[src/rtl/osd_link_pkg.sv]
// host link definitions; command code is byte bits 7:2, counter saturates at DAT_CNT_MAX
`default_nettype none

package osd_link_pkg;

  // --------------------------------------------------
  // link types
  // --------------------------------------------------
  typedef logic [7:0] osd_byte_t;
  typedef logic [5:0] cmd_code_t;
  typedef logic [2:0] dat_cnt_t;

  // counter stops here, later bytes all see this count
  localparam dat_cnt_t DAT_CNT_MAX = 3'd4;
  // address bytes ahead of the page byte under MEM_WRITE
  localparam dat_cnt_t HDR_BYTES   = 3'd3;

  // --------------------------------------------------
  // command codes, upper six bits of a command byte
  // --------------------------------------------------
  localparam cmd_code_t RESET_CTRL    = 6'b0_000_10;
  localparam cmd_code_t OSD_CTRL      = 6'b0_010_10;
  localparam cmd_code_t CHIP_CFG      = 6'b0_000_01;
  localparam cmd_code_t CPU_CFG       = 6'b0_001_01;
  localparam cmd_code_t MEMORY_CFG    = 6'b0_010_01;
  localparam cmd_code_t VIDEO_CFG     = 6'b0_011_01;
  localparam cmd_code_t FLOPPY_CFG    = 6'b0_100_01;
  localparam cmd_code_t HARDDISK0_CFG = 6'b0_101_01;
  localparam cmd_code_t HARDDISK1_CFG = 6'b0_101_10;
  localparam cmd_code_t JOYSTICK_CFG  = 6'b0_110_01;
  localparam cmd_code_t MEM_WRITE     = 6'b0_001_11;
  localparam cmd_code_t VERSION       = 6'b1_000_10;

  // --------------------------------------------------
  // version reply bytes, in reply order
  // --------------------------------------------------
  localparam osd_byte_t VER_BETA   = 8'h01;
  localparam osd_byte_t VER_MAJOR  = 8'h02;
  localparam osd_byte_t VER_MINOR  = 8'h05;
  // repeated for every count from 3 on
  localparam osd_byte_t VER_MINION = 8'h03;

endpackage

`default_nettype wire

[src/rtl/osd_host_pkg.sv]
// host bus and config field widths; defaults are the values seen right after reset
`default_nettype none

package osd_host_pkg;

  // --------------------------------------------------
  // host bus
  // --------------------------------------------------
  localparam int HOST_ADR_W = 24;
  localparam int HOST_DAT_W = 16;

  typedef logic [HOST_ADR_W-1:0] host_adr_t;
  typedef logic [HOST_DAT_W-1:0] host_dat_t;

  // --------------------------------------------------
  // config field widths and reset values
  // --------------------------------------------------
  localparam int CHIPSET_W = 5;
  localparam int CPU_W     = 4;
  localparam int MEMORY_W  = 7;
  localparam int FLOPPY_W  = 4;
  localparam int IDE_W     = 3;

  localparam logic [CHIPSET_W-1:0] CHIPSET_DEFAULT = '0;
  localparam logic [CPU_W-1:0]     CPU_DEFAULT     = '0;
  // fast 00, slow 01, chip 01
  localparam logic [MEMORY_W-1:0]  MEMORY_DEFAULT  = 7'b0000101;
  localparam logic [FLOPPY_W-1:0]  FLOPPY_DEFAULT  = '0;
  localparam logic [IDE_W-1:0]     IDE_DEFAULT     = '0;

endpackage

`default_nettype wire

[src/rtl/osd_word_fifo.sv]
// first-word-fall-through, depth 2**depth_log2 words; writing when full is a caller error
`default_nettype none

module osd_word_fifo import osd_host_pkg::*; #(
  parameter int depth_log2 = 2
) (
  input  wire       clk,
  input  wire       reset,
  input  wire       wr_en,
  input  host_dat_t wr_data,
  input  wire       rd_en,
  output host_dat_t rd_data,
  output logic      full,
  output logic      empty
);

  localparam int depth = 1 << depth_log2;

  host_dat_t mem [depth];
  // top bit marks the wrap
  logic [depth_log2:0] wr_ptr;
  logic [depth_log2:0] rd_ptr;

  // --------------------------------------------------
  // pointers
  // --------------------------------------------------
  always_ff @(posedge clk) begin
    if (reset) begin
      wr_ptr <= '0;
      rd_ptr <= '0;
    end else begin
      if (wr_en) wr_ptr <= wr_ptr + 1'b1;
      if (rd_en) rd_ptr <= rd_ptr + 1'b1;
    end
  end

  // storage
  always_ff @(posedge clk) begin
    if (wr_en) begin
      mem[wr_ptr[depth_log2-1:0]] <= wr_data;
    end
  end

  // head word always on the output
  assign rd_data = mem[rd_ptr[depth_log2-1:0]];
  assign empty   = (wr_ptr == rd_ptr);
  assign full    = (wr_ptr[depth_log2] != rd_ptr[depth_log2]) &&
                   (wr_ptr[depth_log2-1:0] == rd_ptr[depth_log2-1:0]);

  // link sender must watch fifo_full
  a_no_overflow: assert property (@(posedge clk) disable iff (reset)
    wr_en |-> !full);
  a_no_underflow: assert property (@(posedge clk) disable iff (reset)
    rd_en |-> !empty);

endmodule

`default_nettype wire

[src/rtl/osd_mem_writer.sv]
// one host write in flight; a command byte aborts the bus cycle but keeps the FIFO contents
`default_nettype none

module osd_mem_writer import osd_link_pkg::*; import osd_host_pkg::*; #(
  parameter int fifo_depth_log2 = 2
) (
  input  wire        clk,
  input  wire        reset,
  input  wire        cmd_start,
  input  wire        mem_hdr_wr,
  input  wire [1:0]  mem_hdr_idx,
  input  wire        mem_dat_wr,
  input  osd_byte_t  byte_data,
  input  wire        host_ack,
  output logic       host_cs,
  output host_adr_t  host_adr,
  output host_dat_t  host_wdat,
  output logic       fifo_full
);

  typedef enum logic {
    ST_IDLE,
    ST_WRITE
  } wr_state_t;

  wr_state_t wr_state;
  host_adr_t mem_cnt;
  osd_byte_t mem_hi;
  logic      mem_toggle;
  logic      fifo_push;
  logic      fifo_pop;
  logic      fifo_empty;

  // --------------------------------------------------
  // byte pairing with the high byte first
  // --------------------------------------------------
  always_ff @(posedge clk) begin
    if (reset || cmd_start) begin
      mem_toggle <= 1'b0;
    end else if (mem_dat_wr) begin
      mem_toggle <= ~mem_toggle;
    end
  end

  always_ff @(posedge clk) begin
    if (mem_dat_wr && !mem_toggle) begin
      mem_hi <= byte_data;
    end
  end

  // second byte of a pair completes the word
  assign fifo_push = mem_dat_wr && mem_toggle;

  osd_word_fifo #(
    .depth_log2 (fifo_depth_log2)
  ) osd_word_fifo_inst (
    .clk     (clk),
    .reset   (reset),
    .wr_en   (fifo_push),
    .wr_data ({mem_hi, byte_data}),
    .rd_en   (fifo_pop),
    .rd_data (host_wdat),
    .full    (fifo_full),
    .empty   (fifo_empty)
  );

  // --------------------------------------------------
  // address counter
  // --------------------------------------------------
  always_ff @(posedge clk) begin
    if (reset) begin
      mem_cnt <= '0;
    end else if (mem_hdr_wr) begin
      // low byte arrives first
      case (mem_hdr_idx)
        2'd0:    mem_cnt[7:0] <= byte_data;
        2'd1:    mem_cnt[15:8] <= byte_data;
        default: mem_cnt[23:16] <= byte_data;
      endcase
    end else if (fifo_pop) begin
      mem_cnt <= mem_cnt + host_adr_t'(2);
    end
  end

  assign host_adr = mem_cnt;

  // --------------------------------------------------
  // host write FSM
  // --------------------------------------------------
  always_ff @(posedge clk) begin
    if (reset || cmd_start) begin
      wr_state <= ST_IDLE;
    end else begin
      case (wr_state)
        ST_IDLE:  if (!fifo_empty) wr_state <= ST_WRITE;
        ST_WRITE: if (host_ack) wr_state <= ST_IDLE;
        default:  wr_state <= ST_IDLE;
      endcase
    end
  end

  assign host_cs  = (wr_state == ST_WRITE);
  // head word leaves on the acknowledged edge
  assign fifo_pop = host_cs && host_ack;

  // address and data hold for the whole bus cycle
  a_cs_hold: assert property (@(posedge clk) disable iff (reset)
    (host_cs && !host_ack && !cmd_start) |=>
      (host_cs && $stable(host_adr) && $stable(host_wdat)));

endmodule

`default_nettype wire

[src/rtl/osd_cmd_decode.sv]
// expects framed bytes, one byte_valid pulse each; VERSION reply follows the count
`default_nettype none

module osd_cmd_decode import osd_link_pkg::*; (
  input  wire       clk,
  input  wire       reset,
  input  wire       byte_valid,
  input  wire       byte_is_cmd,
  input  osd_byte_t byte_data,
  input  osd_byte_t osd_ctrl,
  output logic      cmd_start,
  output logic      cfg_wr,
  output cmd_code_t cfg_code,
  output logic      mem_hdr_wr,
  output logic [1:0] mem_hdr_idx,
  output logic      mem_dat_wr,
  output osd_byte_t reply_data
);

  cmd_code_t cmd_dat;
  dat_cnt_t  dat_cnt;
  logic      dat_stb;
  logic      is_mem;

  // --------------------------------------------------
  // command latch and data byte counter
  // --------------------------------------------------
  always_ff @(posedge clk) begin
    if (reset) begin
      cmd_dat <= '0;
      dat_cnt <= '0;
    end else if (byte_valid && byte_is_cmd) begin
      cmd_dat <= byte_data[7:2];
      dat_cnt <= '0;
    end else if (byte_valid && dat_cnt != DAT_CNT_MAX) begin
      // saturate, memory data keeps count at max
      dat_cnt <= dat_cnt + 3'd1;
    end
  end

  assign dat_stb = byte_valid && !byte_is_cmd;
  assign is_mem  = (cmd_dat == MEM_WRITE);

  // --------------------------------------------------
  // strobes, at most one per data byte
  // --------------------------------------------------
  assign cmd_start   = byte_valid && byte_is_cmd;
  // first byte of everything but memory write
  assign cfg_wr      = dat_stb && !is_mem && (dat_cnt == '0);
  assign cfg_code    = cmd_dat;
  // address low, mid, high
  assign mem_hdr_wr  = dat_stb && is_mem && (dat_cnt < HDR_BYTES);
  assign mem_hdr_idx = dat_cnt[1:0];
  // count 3 is the page byte, dropped
  assign mem_dat_wr  = dat_stb && is_mem && (dat_cnt == DAT_CNT_MAX);

  // reply byte
  always_comb begin
    reply_data = osd_ctrl;
    if (cmd_dat == VERSION) begin
      case (dat_cnt)
        3'd0:    reply_data = VER_BETA;
        3'd1:    reply_data = VER_MAJOR;
        3'd2:    reply_data = VER_MINOR;
        default: reply_data = VER_MINION;
      endcase
    end
  end

  // link strobe must be clean once out of reset
  a_valid_known: assert property (@(posedge clk) disable iff (reset)
    !$isunknown(byte_valid));

endmodule

`default_nettype wire

[src/rtl/osd_cfg_regs.sv]
// staged cpu/memory/chipset/ide fields only reach outputs while cpurst is high
`default_nettype none

module osd_cfg_regs import osd_link_pkg::*; import osd_host_pkg::*; (
  input  wire                        clk,
  input  wire                        reset,
  input  wire                        cfg_wr,
  input  cmd_code_t                  cfg_code,
  input  osd_byte_t                  byte_data,
  output logic                       osd_enable,
  output logic                       key_disable,
  output logic                       usrrst,
  output logic                       cpurst,
  output logic                       cpuhlt,
  output logic [CHIPSET_W-1:0]       chipset_config,
  output logic [CPU_W-1:0]           cpu_config,
  output logic [MEMORY_W-1:0]        memory_config,
  output logic [1:0]                 lr_filter,
  output logic [1:0]                 hr_filter,
  output logic [1:0]                 scanline,
  output logic [1:0]                 dither,
  output logic [FLOPPY_W-1:0]        floppy_config,
  output logic [IDE_W-1:0]           ide_config0,
  output logic [IDE_W-1:0]           ide_config1,
  output logic [1:0]                 autofire_config,
  output logic                       cd32pad
);

  // shadow copies, written straight from the link
  logic [CHIPSET_W-1:0] t_chipset_config;
  logic [CPU_W-1:0]     t_cpu_config;
  logic [MEMORY_W-1:0]  t_memory_config;
  logic [IDE_W-1:0]     t_ide_config0;
  logic [IDE_W-1:0]     t_ide_config1;

  // --------------------------------------------------
  // register writes, first data byte only
  // --------------------------------------------------
  always_ff @(posedge clk) begin
    if (reset) begin
      {cpuhlt, cpurst, usrrst} <= 3'b110;
      {key_disable, osd_enable} <= 2'b00;
      {dither, hr_filter, lr_filter, scanline} <= '0;
      floppy_config <= FLOPPY_DEFAULT;
      {cd32pad, autofire_config} <= 3'b000;
      t_chipset_config <= CHIPSET_DEFAULT;
      t_cpu_config <= CPU_DEFAULT;
      t_memory_config <= MEMORY_DEFAULT;
      t_ide_config0 <= IDE_DEFAULT;
      t_ide_config1 <= IDE_DEFAULT;
    end else if (cfg_wr) begin
      case (cfg_code)
        // halt, reset, user reset
        RESET_CTRL:    {cpuhlt, cpurst, usrrst} <= byte_data[2:0];
        // keyboard off, osd on
        OSD_CTRL:      {key_disable, osd_enable} <= byte_data[1:0];
        CHIP_CFG:      t_chipset_config <= byte_data[CHIPSET_W-1:0];
        CPU_CFG:       t_cpu_config <= byte_data[CPU_W-1:0];
        MEMORY_CFG:    t_memory_config <= byte_data[MEMORY_W-1:0];
        // two bits each, dither on top
        VIDEO_CFG:     {dither, hr_filter, lr_filter, scanline} <= byte_data;
        FLOPPY_CFG:    floppy_config <= byte_data[FLOPPY_W-1:0];
        HARDDISK0_CFG: t_ide_config0 <= byte_data[IDE_W-1:0];
        HARDDISK1_CFG: t_ide_config1 <= byte_data[IDE_W-1:0];
        JOYSTICK_CFG:  {cd32pad, autofire_config} <= byte_data[2:0];
        default: ;
      endcase
    end
  end

  // --------------------------------------------------
  // shadow to output
  // --------------------------------------------------
  always_ff @(posedge clk) begin
    if (reset) begin
      chipset_config <= CHIPSET_DEFAULT;
      cpu_config <= CPU_DEFAULT;
      memory_config <= MEMORY_DEFAULT;
      ide_config0 <= IDE_DEFAULT;
      ide_config1 <= IDE_DEFAULT;
    end else begin
      // cache/kickstart and hrtmon bits track at once
      cpu_config[CPU_W-1:2] <= t_cpu_config[CPU_W-1:2];
      memory_config[MEMORY_W-1] <= t_memory_config[MEMORY_W-1];
      // the rest waits for the cpu to sit in reset
      if (cpurst) begin
        chipset_config <= t_chipset_config;
        cpu_config[1:0] <= t_cpu_config[1:0];
        memory_config[MEMORY_W-2:0] <= t_memory_config[MEMORY_W-2:0];
        ide_config0 <= t_ide_config0;
        ide_config1 <= t_ide_config1;
      end
    end
  end

  // decoder hands over a defined code with every write strobe
  a_code_known: assert property (@(posedge clk) disable iff (reset)
    cfg_wr |-> !$isunknown(cfg_code));

endmodule

`default_nettype wire

[src/rtl/osd_ctrl_top.sv]
// command side only: byte stream must arrive framed, no OSD video, all logic on every clk
`default_nettype none

module osd_ctrl_top import osd_link_pkg::*; import osd_host_pkg::*; #(
  parameter int fifo_depth_log2 = 2
) (
  input  wire                  clk,
  input  wire                  reset,
  // host link
  input  wire                  byte_valid,
  input  wire                  byte_is_cmd,
  input  osd_byte_t            byte_data,
  input  osd_byte_t            osd_ctrl,
  output osd_byte_t            reply_data,
  // configuration
  output logic                 osd_enable,
  output logic                 key_disable,
  output logic                 usrrst,
  output logic                 cpurst,
  output logic                 cpuhlt,
  output logic [CHIPSET_W-1:0] chipset_config,
  output logic [CPU_W-1:0]     cpu_config,
  output logic [MEMORY_W-1:0]  memory_config,
  output logic [1:0]           lr_filter,
  output logic [1:0]           hr_filter,
  output logic [1:0]           scanline,
  output logic [1:0]           dither,
  output logic [FLOPPY_W-1:0]  floppy_config,
  output logic [IDE_W-1:0]     ide_config0,
  output logic [IDE_W-1:0]     ide_config1,
  output logic [1:0]           autofire_config,
  output logic                 cd32pad,
  // host bus
  output logic                 host_cs,
  output host_adr_t            host_adr,
  output host_dat_t            host_wdat,
  input  wire                  host_ack,
  output logic                 fifo_full
);

  // --------------------------------------------------
  // decoder strobes
  // --------------------------------------------------
  logic      cmd_start;
  logic      cfg_wr;
  cmd_code_t cfg_code;
  logic      mem_hdr_wr;
  logic [1:0] mem_hdr_idx;
  logic      mem_dat_wr;

  osd_cmd_decode osd_cmd_decode_inst (
    .clk         (clk),
    .reset       (reset),
    .byte_valid  (byte_valid),
    .byte_is_cmd (byte_is_cmd),
    .byte_data   (byte_data),
    .osd_ctrl    (osd_ctrl),
    .cmd_start   (cmd_start),
    .cfg_wr      (cfg_wr),
    .cfg_code    (cfg_code),
    .mem_hdr_wr  (mem_hdr_wr),
    .mem_hdr_idx (mem_hdr_idx),
    .mem_dat_wr  (mem_dat_wr),
    .reply_data  (reply_data)
  );

  osd_cfg_regs osd_cfg_regs_inst (
    .clk             (clk),
    .reset           (reset),
    .cfg_wr          (cfg_wr),
    .cfg_code        (cfg_code),
    .byte_data       (byte_data),
    .osd_enable      (osd_enable),
    .key_disable     (key_disable),
    .usrrst          (usrrst),
    .cpurst          (cpurst),
    .cpuhlt          (cpuhlt),
    .chipset_config  (chipset_config),
    .cpu_config      (cpu_config),
    .memory_config   (memory_config),
    .lr_filter       (lr_filter),
    .hr_filter       (hr_filter),
    .scanline        (scanline),
    .dither          (dither),
    .floppy_config   (floppy_config),
    .ide_config0     (ide_config0),
    .ide_config1     (ide_config1),
    .autofire_config (autofire_config),
    .cd32pad         (cd32pad)
  );

  // memory write path
  osd_mem_writer #(
    .fifo_depth_log2 (fifo_depth_log2)
  ) osd_mem_writer_inst (
    .clk         (clk),
    .reset       (reset),
    .cmd_start   (cmd_start),
    .mem_hdr_wr  (mem_hdr_wr),
    .mem_hdr_idx (mem_hdr_idx),
    .mem_dat_wr  (mem_dat_wr),
    .byte_data   (byte_data),
    .host_ack    (host_ack),
    .host_cs     (host_cs),
    .host_adr    (host_adr),
    .host_wdat   (host_wdat),
    .fifo_full   (fifo_full)
  );

endmodule

`default_nettype wire

[config.mk]
export PLATFORM = sky130hd
export DESIGN_NAME = osd_ctrl_top
export DESIGN_NICKNAME = d
export VERILOG_FILES = /design/src/rtl/osd_link_pkg.sv /design/src/rtl/osd_host_pkg.sv /design/src/rtl/osd_word_fifo.sv /design/src/rtl/osd_mem_writer.sv /design/src/rtl/osd_cmd_decode.sv /design/src/rtl/osd_cfg_regs.sv /design/src/rtl/osd_ctrl_top.sv
export SDC_FILE = /design/constraint.sdc
export NUM_CORES = 1
export LEC_CHECK = 0
export BUFFER_PORTS_ARGS = -buffer_cell sky130_fd_sc_hd__buf_2
export CAP_MARGIN = 5
export CORE_AREA = 2 2 125 127
export CTS_BUF_LIST = sky130_fd_sc_hd__clkbuf_4 sky130_fd_sc_hd__clkbuf_8
export CTS_CLUSTER_DIAMETER = 120
export DETAILED_ROUTE_END_ITERATION = 10
export DIE_AREA = 0 0 127 129
export MAX_ROUTING_LAYER = met4
export PLACE_DENSITY = 0.71
export SLEW_MARGIN = 0
export SYNTH_ARGS = -nofsm -noshare
export SYNTH_HDL_FRONTEND = slang
export SYNTH_SLANG_ARGS = --single-unit
[constraint.sdc]
create_clock -name clk -period 2.2 [get_ports clk]
set_input_delay 0.44 -clock clk [delete_from_list [all_inputs] [get_ports clk]]
set_output_delay 0.44 -clock clk [all_outputs]
set_load 0.005 [all_outputs]
==> results of run 1 <==
## final cells by class
type	count	area, um2	area share [%]
Inverter	10	40.0	0.443
Clock inverter	13	159	1.76
Tap cell	188	235	2.60
Clock buffer	19	255	2.82
Sequential cell	179	4310	47.7
Timing Repair Buffer	160	1040	11.5
Multi-Input combinational cell	414	3010	33.2
## cell usage in the layout (no fill, tap or decap), drive strengths merged, types with 10 or more instances in the layout
cell type    n
a21oi       32
and2        17
buf        159
clkbuf      20
dfxtp      107
edfxtp      72
ha          10
inv         12
mux2i       53
mux4        16
nand2       36
nand3       19
nor2        85
nor3        10
nor4        12
o21ai       23
## state kept, by name (all words and copies together), names as in the netlist, 5 cells and up, named ones only
name and flops:
osd_mem_writer_inst.osd_word_fifo_inst.mem 64, osd_mem_writer_inst.host_adr 24, osd_mem_writer_inst.mem_hi 8, osd_cfg_regs_inst.memory_config 7
osd_cfg_regs_inst.t_memory_config 7, osd_cmd_decode_inst.cfg_code 6, osd_cfg_regs_inst.chipset_config 5, osd_cfg_regs_inst.t_chipset_config 5
## layer usage
metal | track usage (%) | up-vias
met1 | 25.8 | 2714
met4 | 7.82 | 0
met5 | - | -
met3 | 4.45 | 33
li1 | - | 2617
met2 | 37.2 | 163
## worst max-delay path by stage
| stage | slack [ns] | endpoint |
|---|---|---|
| 6_report | 0.06 | reply_data[3] |
| 5_1_grt | -0.01 | reply_data[2] |
| 4_1_cts | -0.05 | reply_data[1] |
| 3_5_place_dp | -0.07 | osd_mem_writer_inst.host_adr[9]$_SDFFE_PP0P_ |
| 3_3_place_gp | 0.03 | osd_mem_writer_inst.host_adr[10]$_SDFFE_PP0P_ |
| 2_1_floorplan | 0.11 | osd_mem_writer_inst.osd_word_fifo_inst.mem[3][0]$_DFFE_PP_ |
## Yosys cell counts, drive strengths merged
| cell type | number |
|---|---|
| dfxtp | 107 |
| nor2 | 85 |
| edfxtp | 72 |
| mux2i | 53 |
| nand2 | 36 |
| a21oi | 32 |
| clkbuf | 23 |
| o21ai | 23 |
| nand3 | 19 |
| and2 | 17 |
| mux4 | 16 |
| buf | 14 |
| nor4 | 12 |
| ha | 10 |
| inv | 10 |
| nor3 | 10 |
| nand4 | 8 |
| nor2b | 8 |
| xnor2 | 8 |
| and3 | 7 |
| nand2b | 7 |
| a211o | 6 |
| a211oi | 6 |
| a21o | 5 |
| a311oi | 5 |
| a31oi | 5 |
| and4b | 4 |
| nand4b | 4 |
| nor3b | 4 |
| and4 | 3 |
| nand4bb | 3 |
| or3 | 3 |
| mux2 | 2 |
| nand3b | 2 |
| a21bo | 1 |
| a21boi | 1 |
| a221oi | 1 |
| and3b | 1 |
| nor4b | 1 |
| nor4bb | 1 |
| o211ai | 1 |
| o21bai | 1 |
| or4 | 1 |
| xor2 | 1 |
## per-stage QoR
| step | worst slack, ns | hold WS (ns) | setup TNS [ns] | area, um2 | instances |
|---|---|---|---|---|---|
| 2_1_floorplan | 0.108 | 0.436 | 0 | 7380 | 639 |
| 3_3_place_gp | 0.0329 | 0.446 | 0 | 8460 | 945 |
| 3_5_place_dp | -0.0652 | 0.456 | -0.207 | 8460 | 945 |
| 4_1_cts | -0.0491 | 0.338 | -0.0947 | 8900 | 977 |
| 5_1_grt | -0.0110 | 0.328 | -0.0696 | 9050 | 983 |
| 6_report | 0.0615 | 0.356 | 0 | 9050 | 983 |
## power groups by stage
stage               sequential (mW)  combinational [mW]  clock, mW
floorplan                      3.53               0.102          0
global placement               3.53               0.207          0
detailed placement             3.53               0.214          0
CTS                            3.45               0.220       2.35
global route                   3.46               0.266       2.51
finish                         3.46               0.249       2.30
## worst max-delay path, delay by kind of cell, from the launching register on
| kind | cells | cell delay (ns) |
|---|---|---|
| AND/OR/NAND/NOR | 3 | 0.65 |
| flip-flops | 1 | 0.32 |
| buffers and inverters | 2 | 0.28 |
## logic make-up after synthesis
family	count (synthesis)
flip-flops	179
XOR/XNOR	9
AND/OR/NAND/NOR	236
multiplexers	71
adder cells (fa/ha/maj)	10
AO/OA/AOI/OAI	87
buffers and inverters	47
## timing repair
| item | 4_1_cts | 5_1_grt |
|---|---|---|
| gates resized for setup | 7 | 23 |
| pin swaps | 0 | 5 |
| endpoints found under the setup margin | 8 | 20 |
| buffers inserted | 0 | 4 |
| cloned | 0 | 2 |
==> qor.csv, run 1 <==
stage,metric,value,unit
run_status,outcome,finished clean,
global_routing,first-pass GRT wire length,26700,um
job,maxcap violations,0,
setup_path,CP endpoint kind,output port,
yosys,cell taking the most area after synthesis,edfxtp_1,
setup_path,R2R Path Start,osd_cmd_decode_inst.cfg_code[4]$_SDFFE_PP0P_,
setup_path,RR Endpoint,osd_mem_writer_inst.host_adr[18]$_SDFFE_PP0P_,
cells_and_area,Ant. Diodes,0,
yosys,post-synthesis mux area share,12.4,%
pwr,sequential share of power,57.5,%
routing,highest metal used,met4,
yosys,synthesized cell area,0.00738,mm2
placed_design,port buffer count,112,
clock_network,clock tree buffer depth,2,
pwr,Sw Pwr,1.31,mW
sta,worst rel slew slack,61.0,%
pwr,PD cells,664,mW/mm2
cells_and_area,layout cells sized above 1,29.7,%
clock_network,CTS H-tree lvls,4,
worst_hold_path,HP Class,in -> reg,
sta,worst-margin pin slew,0.585,ns
die,Die Y,129,um
die,chip width,127,um
sta,fmax,468,MHz
sta,clock skew,0.0125,ns
sta,crit path time final,2.14,ns
worst_hold_path,Worst Hold Depth,1,
pwr,Gate power share,4.1,%
pwr,Final Power,6.01,mW
routing,Met2 Routed Length,8920,um
die,Top Ports,113,
sta,Final Hold Fails,0,
worst_hold_path,WHS Endpoint,osd_mem_writer_inst.mem_hi[7]$_DFFE_PP_,
routing,Routed WL,17700,um
yosys,synth top area cells,"edfxtp_1 29%, dfxtp_1 29%, mux2i_1 7.2%",
yosys,yosys warns,0,
yosys,Post-Syn Area per Cell,11.5,um2
setup_path,r2r setup slk,0.12,ns
cells_and_area,post-layout util,60.4,%
global_routing,largest net degree at the start of global routing,50,
setup_path,crit-path max FO,7,
pwr,worst vdd rail ir drop,523,uV
clock_network,Post-CTS Hold Buffers,0,
clock_network,root buffer cell,clkbuf_8,
placed_design,post-DP HPWL,11700,um
worst_hold_path,hold path start,byte_data[7],
setup_path,WP data arrival,1.70,ns
routing,DRC,0,
yosys,XOR/XNOR share of the synthesized area,1.07,%
setup_path,Setup crit start kind,flip-flop,
routing,ANT nets after route,0,
placed_design,global placement routability congestion,0.873,
clock_network,clock latency on the worst-skew pair,0.45,ns
die,Initial Util,49.3,%
pwr,switching share of power,21.8,%
sta,max-slew violation count,0,
sta,RSZ-0062 raised after global routing,yes,
routing,detailed-route wire length per cell,18.0,um
die,core footprint,0.0150,mm2
setup_path,crit path max-delay cell type,dfxtp_1,
pwr,Int Power,4.70,mW
global_routing,vias in the first global route,5207,
routing,DR vias,5527,
yosys,adder-cell share of the synthesized area,1.70,%
yosys,Synth cell types,49,
yosys,register area share after synthesis,58.3,%
routing,Pre-Repair DR Iteration Count,6,
clock_network,Sink Count,179,
global_routing,total global-route track usage,21.8,%
sta,endpoints failing setup,0,
clock_network,TritonCTS clock tree,built,
yosys,number of synthesized register bits,179,
setup_path,CP required,1.76,ns
clock_network,Worst-path clk slew,0.09,ns
routing,Initial DRC Count,436,
setup_path,worst setup path class,reg -> out,
yosys,top cell type's share of synthesized area,29.3,%
clock_network,CTS buffer count,17,
routing,DRT met1 WL,7560,um
pwr,Clk pwr share,38.3,%
cells_and_area,Final nets,813,
yosys,syn_nets,670,
routing,metal3 WL,874,um
cells_and_area,fillers,1198,
setup_path,CP Launch Point,osd_cmd_decode_inst.cfg_code[3]$_SDFFE_PP0P_,
setup_path,largest stage delay on the critical path,0.32,ns
yosys,Post-Syn Instances,639,
pwr,leakage,3.63,nW
setup_path,critical path cell sequence,buf_4 -> nor2_4 -> nand4bb_4 -> and2_1 -> buf_2,
die,# rows,45,
yosys,Synth Area in Simple Gates,16.8,%
die,die area,0.0164,mm2
cells_and_area,"Area growth, synth to finish",22.6,%
sta,period utilization,97.2,%
global_routing,initial antenna violation count,0,
yosys,largest family of logic cells by synthesized area,simple AND/OR/NAND/NOR gates,
global_routing,total gr overflow,0,
setup_path,reg2reg path depth,7,
routing,DR vias/cell,5.62,
yosys,compound-cell area share of the yosys netlist,7.14,%
Note: power is estimated with default switching activity, not from simulation.
==> run 2, diff against run 1 <==
--- a/config.mk
+++ b/config.mk
@@ -7,13 +7,12 @@
 export LEC_CHECK = 0
 export BUFFER_PORTS_ARGS = -buffer_cell sky130_fd_sc_hd__buf_2
 export CAP_MARGIN = 5
-export CORE_AREA = 2 2 125 127
+export CORE_AREA = 2 2 138 140
 export CTS_BUF_LIST = sky130_fd_sc_hd__clkbuf_4 sky130_fd_sc_hd__clkbuf_8
 export CTS_CLUSTER_DIAMETER = 120
 export DETAILED_ROUTE_END_ITERATION = 10
-export DIE_AREA = 0 0 127 129
+export DIE_AREA = 0 0 140 142
 export MAX_ROUTING_LAYER = met4
-export PLACE_DENSITY = 0.71
 export SLEW_MARGIN = 0
 export SYNTH_ARGS = -nofsm -noshare
 export SYNTH_HDL_FRONTEND = slang
==> run 2 against run 1 <==
The flow now finishes with violations (DRC). Wire length is 0.86% higher. Non-clock buffer count down 2. Maximum frequency about the same. Clock-buffer cell count grew 4. Sequential power hardly changed. Sequential share of layout area rose by 0.10 points. Final area fell by 0.15%. Final cell count increased by 4.4%. Utilization shrank 11 points. Worst setup slack gained 0.00074 ns. Global-route usage fell by 2.8 points. Critical path type unchanged. Largest cell class unchanged. Highest routed layer unchanged.
==> qor.csv, run 2 (same netlist as run 1, synthesis figures left out) <==
stage,metric,value,unit
sta,max-slew violation count,0,
cells_and_area,post-layout util,48.9,%
job,maxcap violations,0,
sta,clock skew,0.0169,ns
pwr,leakage,3.61,nW
die,# rows,50,
setup_path,reg2reg path depth,8,
pwr,PD cells,671,mW/mm2
setup_path,largest stage delay on the critical path,0.37,ns
pwr,Int Power,4.78,mW
clock_network,root buffer cell,clkbuf_8,
placed_design,port buffer count,112,
pwr,Gate power share,3.9,%
setup_path,CP endpoint kind,output port,
sta,worst-margin pin slew,0.573,ns
placed_design,post-DP HPWL,12300,um
cells_and_area,layout cells sized above 1,28.8,%
clock_network,CTS buffer count,17,
worst_hold_path,Worst Hold Depth,1,
die,Die Y,142,um
setup_path,WP buf/inv,3,
sta,period utilization,97.2,%
clock_network,Worst-path clk slew,0.08,ns
routing,Pre-Repair DR Iteration Count,10,
routing,DRC,6,
pwr,worst vdd rail ir drop,408,uV
clock_network,Sink Count,179,
cells_and_area,Final nets,810,
routing,ANT nets after route,0,
sta,worst rel slew slack,61.5,%
die,chip width,140,um
global_routing,initial antenna violation count,0,
routing,Routed WL,17900,um
routing,DR vias/cell,5.26,
global_routing,largest net degree at the start of global routing,42,
cells_and_area,Ant. Diodes,0,
sta,crit path time final,2.14,ns
sta,Final Hold Fails,0,
clock_network,TritonCTS clock tree,built,
global_routing,total gr overflow,0,
die,core footprint,0.0185,mm2
setup_path,CP required,1.76,ns
placed_design,global placement routability congestion,0.838,
clock_network,clock tree buffer depth,2,
setup_path,WP data arrival,1.70,ns
setup_path,Crit path max-delay family,flip-flops,
pwr,Clk pwr share,39.1,%
die,die area,0.0199,mm2
routing,Initial DRC Count,310,
clock_network,CTS H-tree lvls,4,
die,Initial Util,40.0,%
global_routing,first-pass GRT wire length,28500,um
setup_path,Crit path depth,7,
sta,Final WS setup,0.0623,ns
setup_path,worst setup path class,reg -> out,
run_status,failing checks,DRC,
sta,setup TNS,0,ns
worst_hold_path,HP Class,in -> reg,
routing,DR vias,5392,
cells_and_area,"commonest non-fill, non-tap cell in the layout",buf_2,
sta,fmax,468,MHz
pwr,Final Power,6.06,mW
placed_design,pre-CTS setup slack,0.0500,ns
global_routing,vias in the first global route,5383,
global_routing,total global-route track usage,19.0,%
setup_path,Setup crit start kind,flip-flop,
pwr,sequential share of power,57.0,%
run_status,outcome,finished with violations,
pwr,Sw Pwr,1.28,mW
cells_and_area,"Area growth, synth to finish",22.5,%
sta,endpoints failing setup,0,
setup_path,crit-path max FO,4,
setup_path,critical path cell sequence,inv_4 -> ha_4 -> buf_6 -> nor2_1 -> nor3_2 -> o21ai_1 -> buf_2,
setup_path,crit path max-delay cell type,dfxtp_4,
die,Top Ports,113,
cells_and_area,max reg flops,64,
routing,detailed-route wire length per cell,17.4,um
pwr,switching share of power,21.2,%
sta,RSZ-0062 raised after global routing,yes,
sta,WHS,0.346,ns
clock_network,Post-CTS Hold Buffers,0,
cells_and_area,"commonest cells after routing, fill and taps aside","112 x buf_2, 104 x dfxtp_1, 84 x nor2_1",
cells_and_area,fillers,1658,
clock_network,clock latency on the worst-skew pair,0.46,ns
run 2: cell types whose count changed in the layout (fill, tap and decap cells not counted), moves of 2 or more:
| cell | before | now |
|---|---|---|
| dfxtp_2 | 4 | 0 |
| buf_12 | 8 | 5 |
| buf_6 | 0 | 2 |
| clkbuf_4 | 1 | 3 |
| clkbuf_8 | 18 | 20 |
| clkinv_4 | 3 | 1 |
| dfxtp_1 | 102 | 104 |
| dfxtp_4 | 1 | 3 |
| nand4bb_4 | 2 | 0 |
run 2: layer usage:
layer | wire [um] | vias up | track usage [%] | share of wire (%)
met4 | 233 | 0 | 5.64 | 1.3
met1 | 7860 | 2624 | 22.8 | 44
li1 | - | 2598 | - | -
met3 | 882 | 23 | 4.44 | 4.9
met2 | 8910 | 147 | 32.3 | 50
met5 | 0 | - | - | 0
run 2: worst register-to-register path, delay by kind of cell (launching register included):
| kind | cells | cell delay (ns) |
|---|---|---|
| simple gates | 4 | 1.01 |
| mux | 1 | 0.24 |
| flops | 1 | 0.37 |
| buf+inv | 2 | 0.20 |
| fa+ha+maj | 1 | 0.17 |
run 2: power by group through the flow:
stage	clock [mW]	combinational (mW)	sequential [mW]
floorplan	0	0.102	3.53
global placement	0	0.208	3.53
detailed placement	0	0.213	3.53
CTS	2.43	0.221	3.45
global route	2.55	0.260	3.45
finish	2.37	0.238	3.45
run 2: metrics by stage:
stage / cells / instance area (um2)
5_1_grt: 1026 / 9030
3_5_place_dp: 990 / 8470
6_report: 1026 / 9030
3_3_place_gp: 990 / 8470
2_1_floorplan: 639 / 7380
4_1_cts: 1022 / 8930
run 2: final timing paths:
path | from | endpoint | slack (ns)
worst max register to register | osd_cmd_decode_inst.dat_cnt[1]$_SDFFE_PP0P_ | osd_cfg_regs_inst.dither[1]$_SDFFE_PP0P_ | 0.11
worst min-delay path | byte_data[7] | osd_mem_writer_inst.mem_hi[7]$_DFFE_PP_ | 0.35
worst max-delay path | osd_cmd_decode_inst.dat_cnt[1]$_SDFFE_PP0P_ | reply_data[1] | 0.06
worst min register to register | osd_cfg_regs_inst.t_chipset_config[4]$_SDFFE_PP0P_ | osd_cfg_regs_inst.t_chipset_config[4]$_SDFFE_PP0P_ | 0.46
run 2: area by class of cell:
cell class	count	area, um2	area share (%)
inverter	10	42.5	0.471
sequential	179	4320	47.8
clock inverter	9	129	1.43
timing repair buffer	158	993	11.0
multi-input combinational	413	2960	32.8
tap	234	293	3.24
clock buffer	23	298	3.30
run 2: timing repair:
item / 4_1_cts / 5_1_grt
cloned: 0 / 1
gates resized for setup: 9 / 18
pin swaps: 0 / 3
buffers inserted: 0 / 3
setup endpoints to repair: 10 / 15
==> run 3, diff against run 2 <==
--- a/config.mk
+++ b/config.mk
@@ -7,11 +7,11 @@
 export LEC_CHECK = 0
 export BUFFER_PORTS_ARGS = -buffer_cell sky130_fd_sc_hd__buf_2
 export CAP_MARGIN = 5
-export CORE_AREA = 2 2 138 140
+export CORE_AREA = 2 2 177 109
 export CTS_BUF_LIST = sky130_fd_sc_hd__clkbuf_4 sky130_fd_sc_hd__clkbuf_8
 export CTS_CLUSTER_DIAMETER = 120
 export DETAILED_ROUTE_END_ITERATION = 10
-export DIE_AREA = 0 0 140 142
+export DIE_AREA = 0 0 179 111
 export MAX_ROUTING_LAYER = met4
 export SLEW_MARGIN = 0
 export SYNTH_ARGS = -nofsm -noshare
==> run 3 against run 2 <==
The run now ends clean. Die area about the same. Sequential cell count unchanged. Via count increased by 2.3%. Final cell count increased by 1.7%. Clock skew increased by 0.00071 ns. Critical path depth decreased by 1. Clock-buffer cell count decreased by 5. Utilization increased by 0.22 points. Combinational power decreased by 4%. Total power decreased by 0.96%. Non-clock buffer count increased by 4. First-iteration DRC count increased by 37%. Critical endpoint is now osd_mem_writer_inst.host_adr[17]$_SDFFE_PP0P_. Largest cell class unchanged.
==> qor.csv, run 3 (same netlist as run 1, synthesis figures left out) <==
stage,metric,value,unit
die,Die Y,111,um
cells_and_area,Register Area,0.00431,mm2
pwr,sequential share of power,57.5,%
clock_network,clock tree buffer depth,2,
sta,Final Hold Fails,0,
cells_and_area,Final nets,815,
setup_path,WP data arrival,2.53,ns
pwr,Final Power,6.00,mW
setup_path,crit-path max FO,6,
clock_network,TritonCTS clock tree,built,
sta,worst-margin pin slew,0.618,ns
routing,Pre-Repair DR Iteration Count,5,
cells_and_area,layout cells sized above 1,29.4,%
die,die area,0.0199,mm2
pwr,Clk pwr share,38.7,%
clock_network,CTS buffer count,17,
placed_design,global placement routability congestion,0.789,
die,# rows,39,
job,maxcap violations,0,
pwr,worst vdd rail ir drop,263,uV
cells_and_area,Ant. Diodes,0,
global_routing,largest net degree at the start of global routing,46,
die,Initial Util,39.9,%
sta,period utilization,96.8,%
global_routing,vias in the first global route,5255,
pwr,Sw Pwr,1.50,mW
worst_hold_path,HP Class,in -> reg,
global_routing,total global-route track usage,19.5,%
sta,max-slew violation count,0,
pwr,Int Power,4.50,mW
global_routing,total gr overflow,0,
die,Top Ports,113,
pwr,switching share of power,25.0,%
pwr,PD cells,660,mW/mm2
cells_and_area,"Area growth, synth to finish",23.3,%
sta,clock skew,0.0176,ns
setup_path,CP required,2.60,ns
setup_path,crit path max-delay cell type,or4_4,
routing,DR vias/cell,5.29,
sta,endpoints failing setup,0,
sta,fmax,470,MHz
cells_and_area,"commonest cells after routing, fill and taps aside","112 x buf_2, 105 x dfxtp_1, 84 x nor2_1",
global_routing,first-pass GRT wire length,28700,um
clock_network,clock latency on the worst-skew pair,0.47,ns
sta,setup TNS,0,ns
setup_path,critical path cell sequence,ha_1 -> nand3_1 -> or4_4 -> or3_1 -> a21o_1 -> a21oi_1,
clock_network,root buffer cell,clkbuf_8,
pwr,Gate power share,3.8,%
setup_path,worst setup path class,reg -> reg,
clock_network,Post-CTS Hold Buffers,0,
routing,Routed WL,18700,um
clock_network,Sink Count,179,
clock_network,Worst-path clk slew,0.10,ns
pwr,leakage,3.63,nW
setup_path,largest stage delay on the critical path,0.55,ns
global_routing,initial antenna violation count,0,
placed_design,post-DP HPWL,12400,um
die,core footprint,0.0185,mm2
sta,crit path time final,2.13,ns
run_status,outcome,finished clean,
clock_network,CTS H-tree lvls,4,
setup_path,CP endpoint kind,flip-flop,
routing,DR vias,5517,
routing,ANT nets after route,0,
cells_and_area,fillers,1674,
die,chip width,179,um
cells_and_area,max reg flops,64,
placed_design,port buffer count,112,
routing,Initial DRC Count,424,
sta,worst rel slew slack,58.4,%
routing,DRC,0,
cells_and_area,"commonest non-fill, non-tap cell in the layout",buf_2,
routing,detailed-route wire length per cell,18.0,um
setup_path,Setup crit start kind,flip-flop,
cells_and_area,area of the multi-input gates,0.00299,mm2
==> run 3: cell count changes in the layout (fill, tap and decap cells not counted), moves of 3 or more <==
cell,before,now
buf_4,38,43
clkinv_8,0,4
inv_8,0,4
clkbuf_8,20,17
inv_6,0,3
==> run 3: critical path, delay by kind of cell, from the launching register on <==
kind	cells	cell delay, ns
flip-flops	1	0.46
AO/OA/AOI/OAI	2	0.32
AND/OR/NAND/NOR	3	1.03
adder cells (fa/ha/maj)	1	0.25
==> run 3: power groups by stage <==
stage | Combinational (mW) | Clock [mW] | Sequential (mW)
after floorplan | 0.102 | 0 | 3.53
after global placement | 0.214 | 0 | 3.53
after detailed placement | 0.217 | 0 | 3.53
after CTS | 0.222 | 2.38 | 3.45
after global routing | 0.250 | 2.50 | 3.45
final | 0.229 | 2.32 | 3.45
==> run 3: repair_timing <==
action,in CTS,in global routing
endpoints found under the hold margin,0,0
cloned,0,2
buffers inserted,0,2
setup endpoints to repair,8,43
pin swaps,0,4
gates resized for setup,6,17
==> run 3: layout make-up <==
class	instances	area share (%)
Tap cell	246	3.38
Clock inverter	14	1.98
Timing Repair Buffer	162	11.3
Inverter	10	0.413
Multi-Input combinational cell	414	32.8
Sequential cell	179	47.4
Clock buffer	18	2.66
==> run 3: per-layer routing <==
metal  wire length [um]  GRT usage (%)  vias to the layer above
li1                   -              -                     2617
met1               9500           29.3                     2704
met2               8070           26.9                      177
met3               1000           3.36                       19
met4                182           5.58                        0
met5                  0              -                        -
==> run 3: path summary, 6_finish.rpt <==
path,depth (start not counted),slack (ns),endpoint,from
setup / recovery,6,0.07,osd_mem_writer_inst.host_adr[17]$_SDFFE_PP0P_,osd_mem_writer_inst.host_adr[1]$_SDFFE_PP0P_
hold reg to reg,1,0.47,osd_cfg_regs_inst.memory_config[6]$_SDFF_PP0_,osd_cfg_regs_inst.t_memory_config[6]$_SDFFE_PP0P_
hold / removal,3,0.36,osd_cmd_decode_inst.cfg_code[5]$_SDFFE_PP0P_,byte_data[7]
setup reg to reg,6,0.07,osd_mem_writer_inst.host_adr[17]$_SDFFE_PP0P_,osd_mem_writer_inst.host_adr[1]$_SDFFE_PP0P_
==> run 3: metrics by stage <==
step           hold WS (ns)  cells  cell area, um2  setup WS [ns]  util, %
2_1_floorplan         0.436    639            7380          0.108        -
3_3_place_gp          0.445   1007            8530        -0.0485     46.1
3_5_place_dp          0.454   1007            8530        -0.0921     46.1
4_1_cts               0.334   1039            8980        0.00705     48.6
5_1_grt               0.333   1043            9090        -0.0177     49.2
6_report              0.362   1043            9090         0.0708     49.2
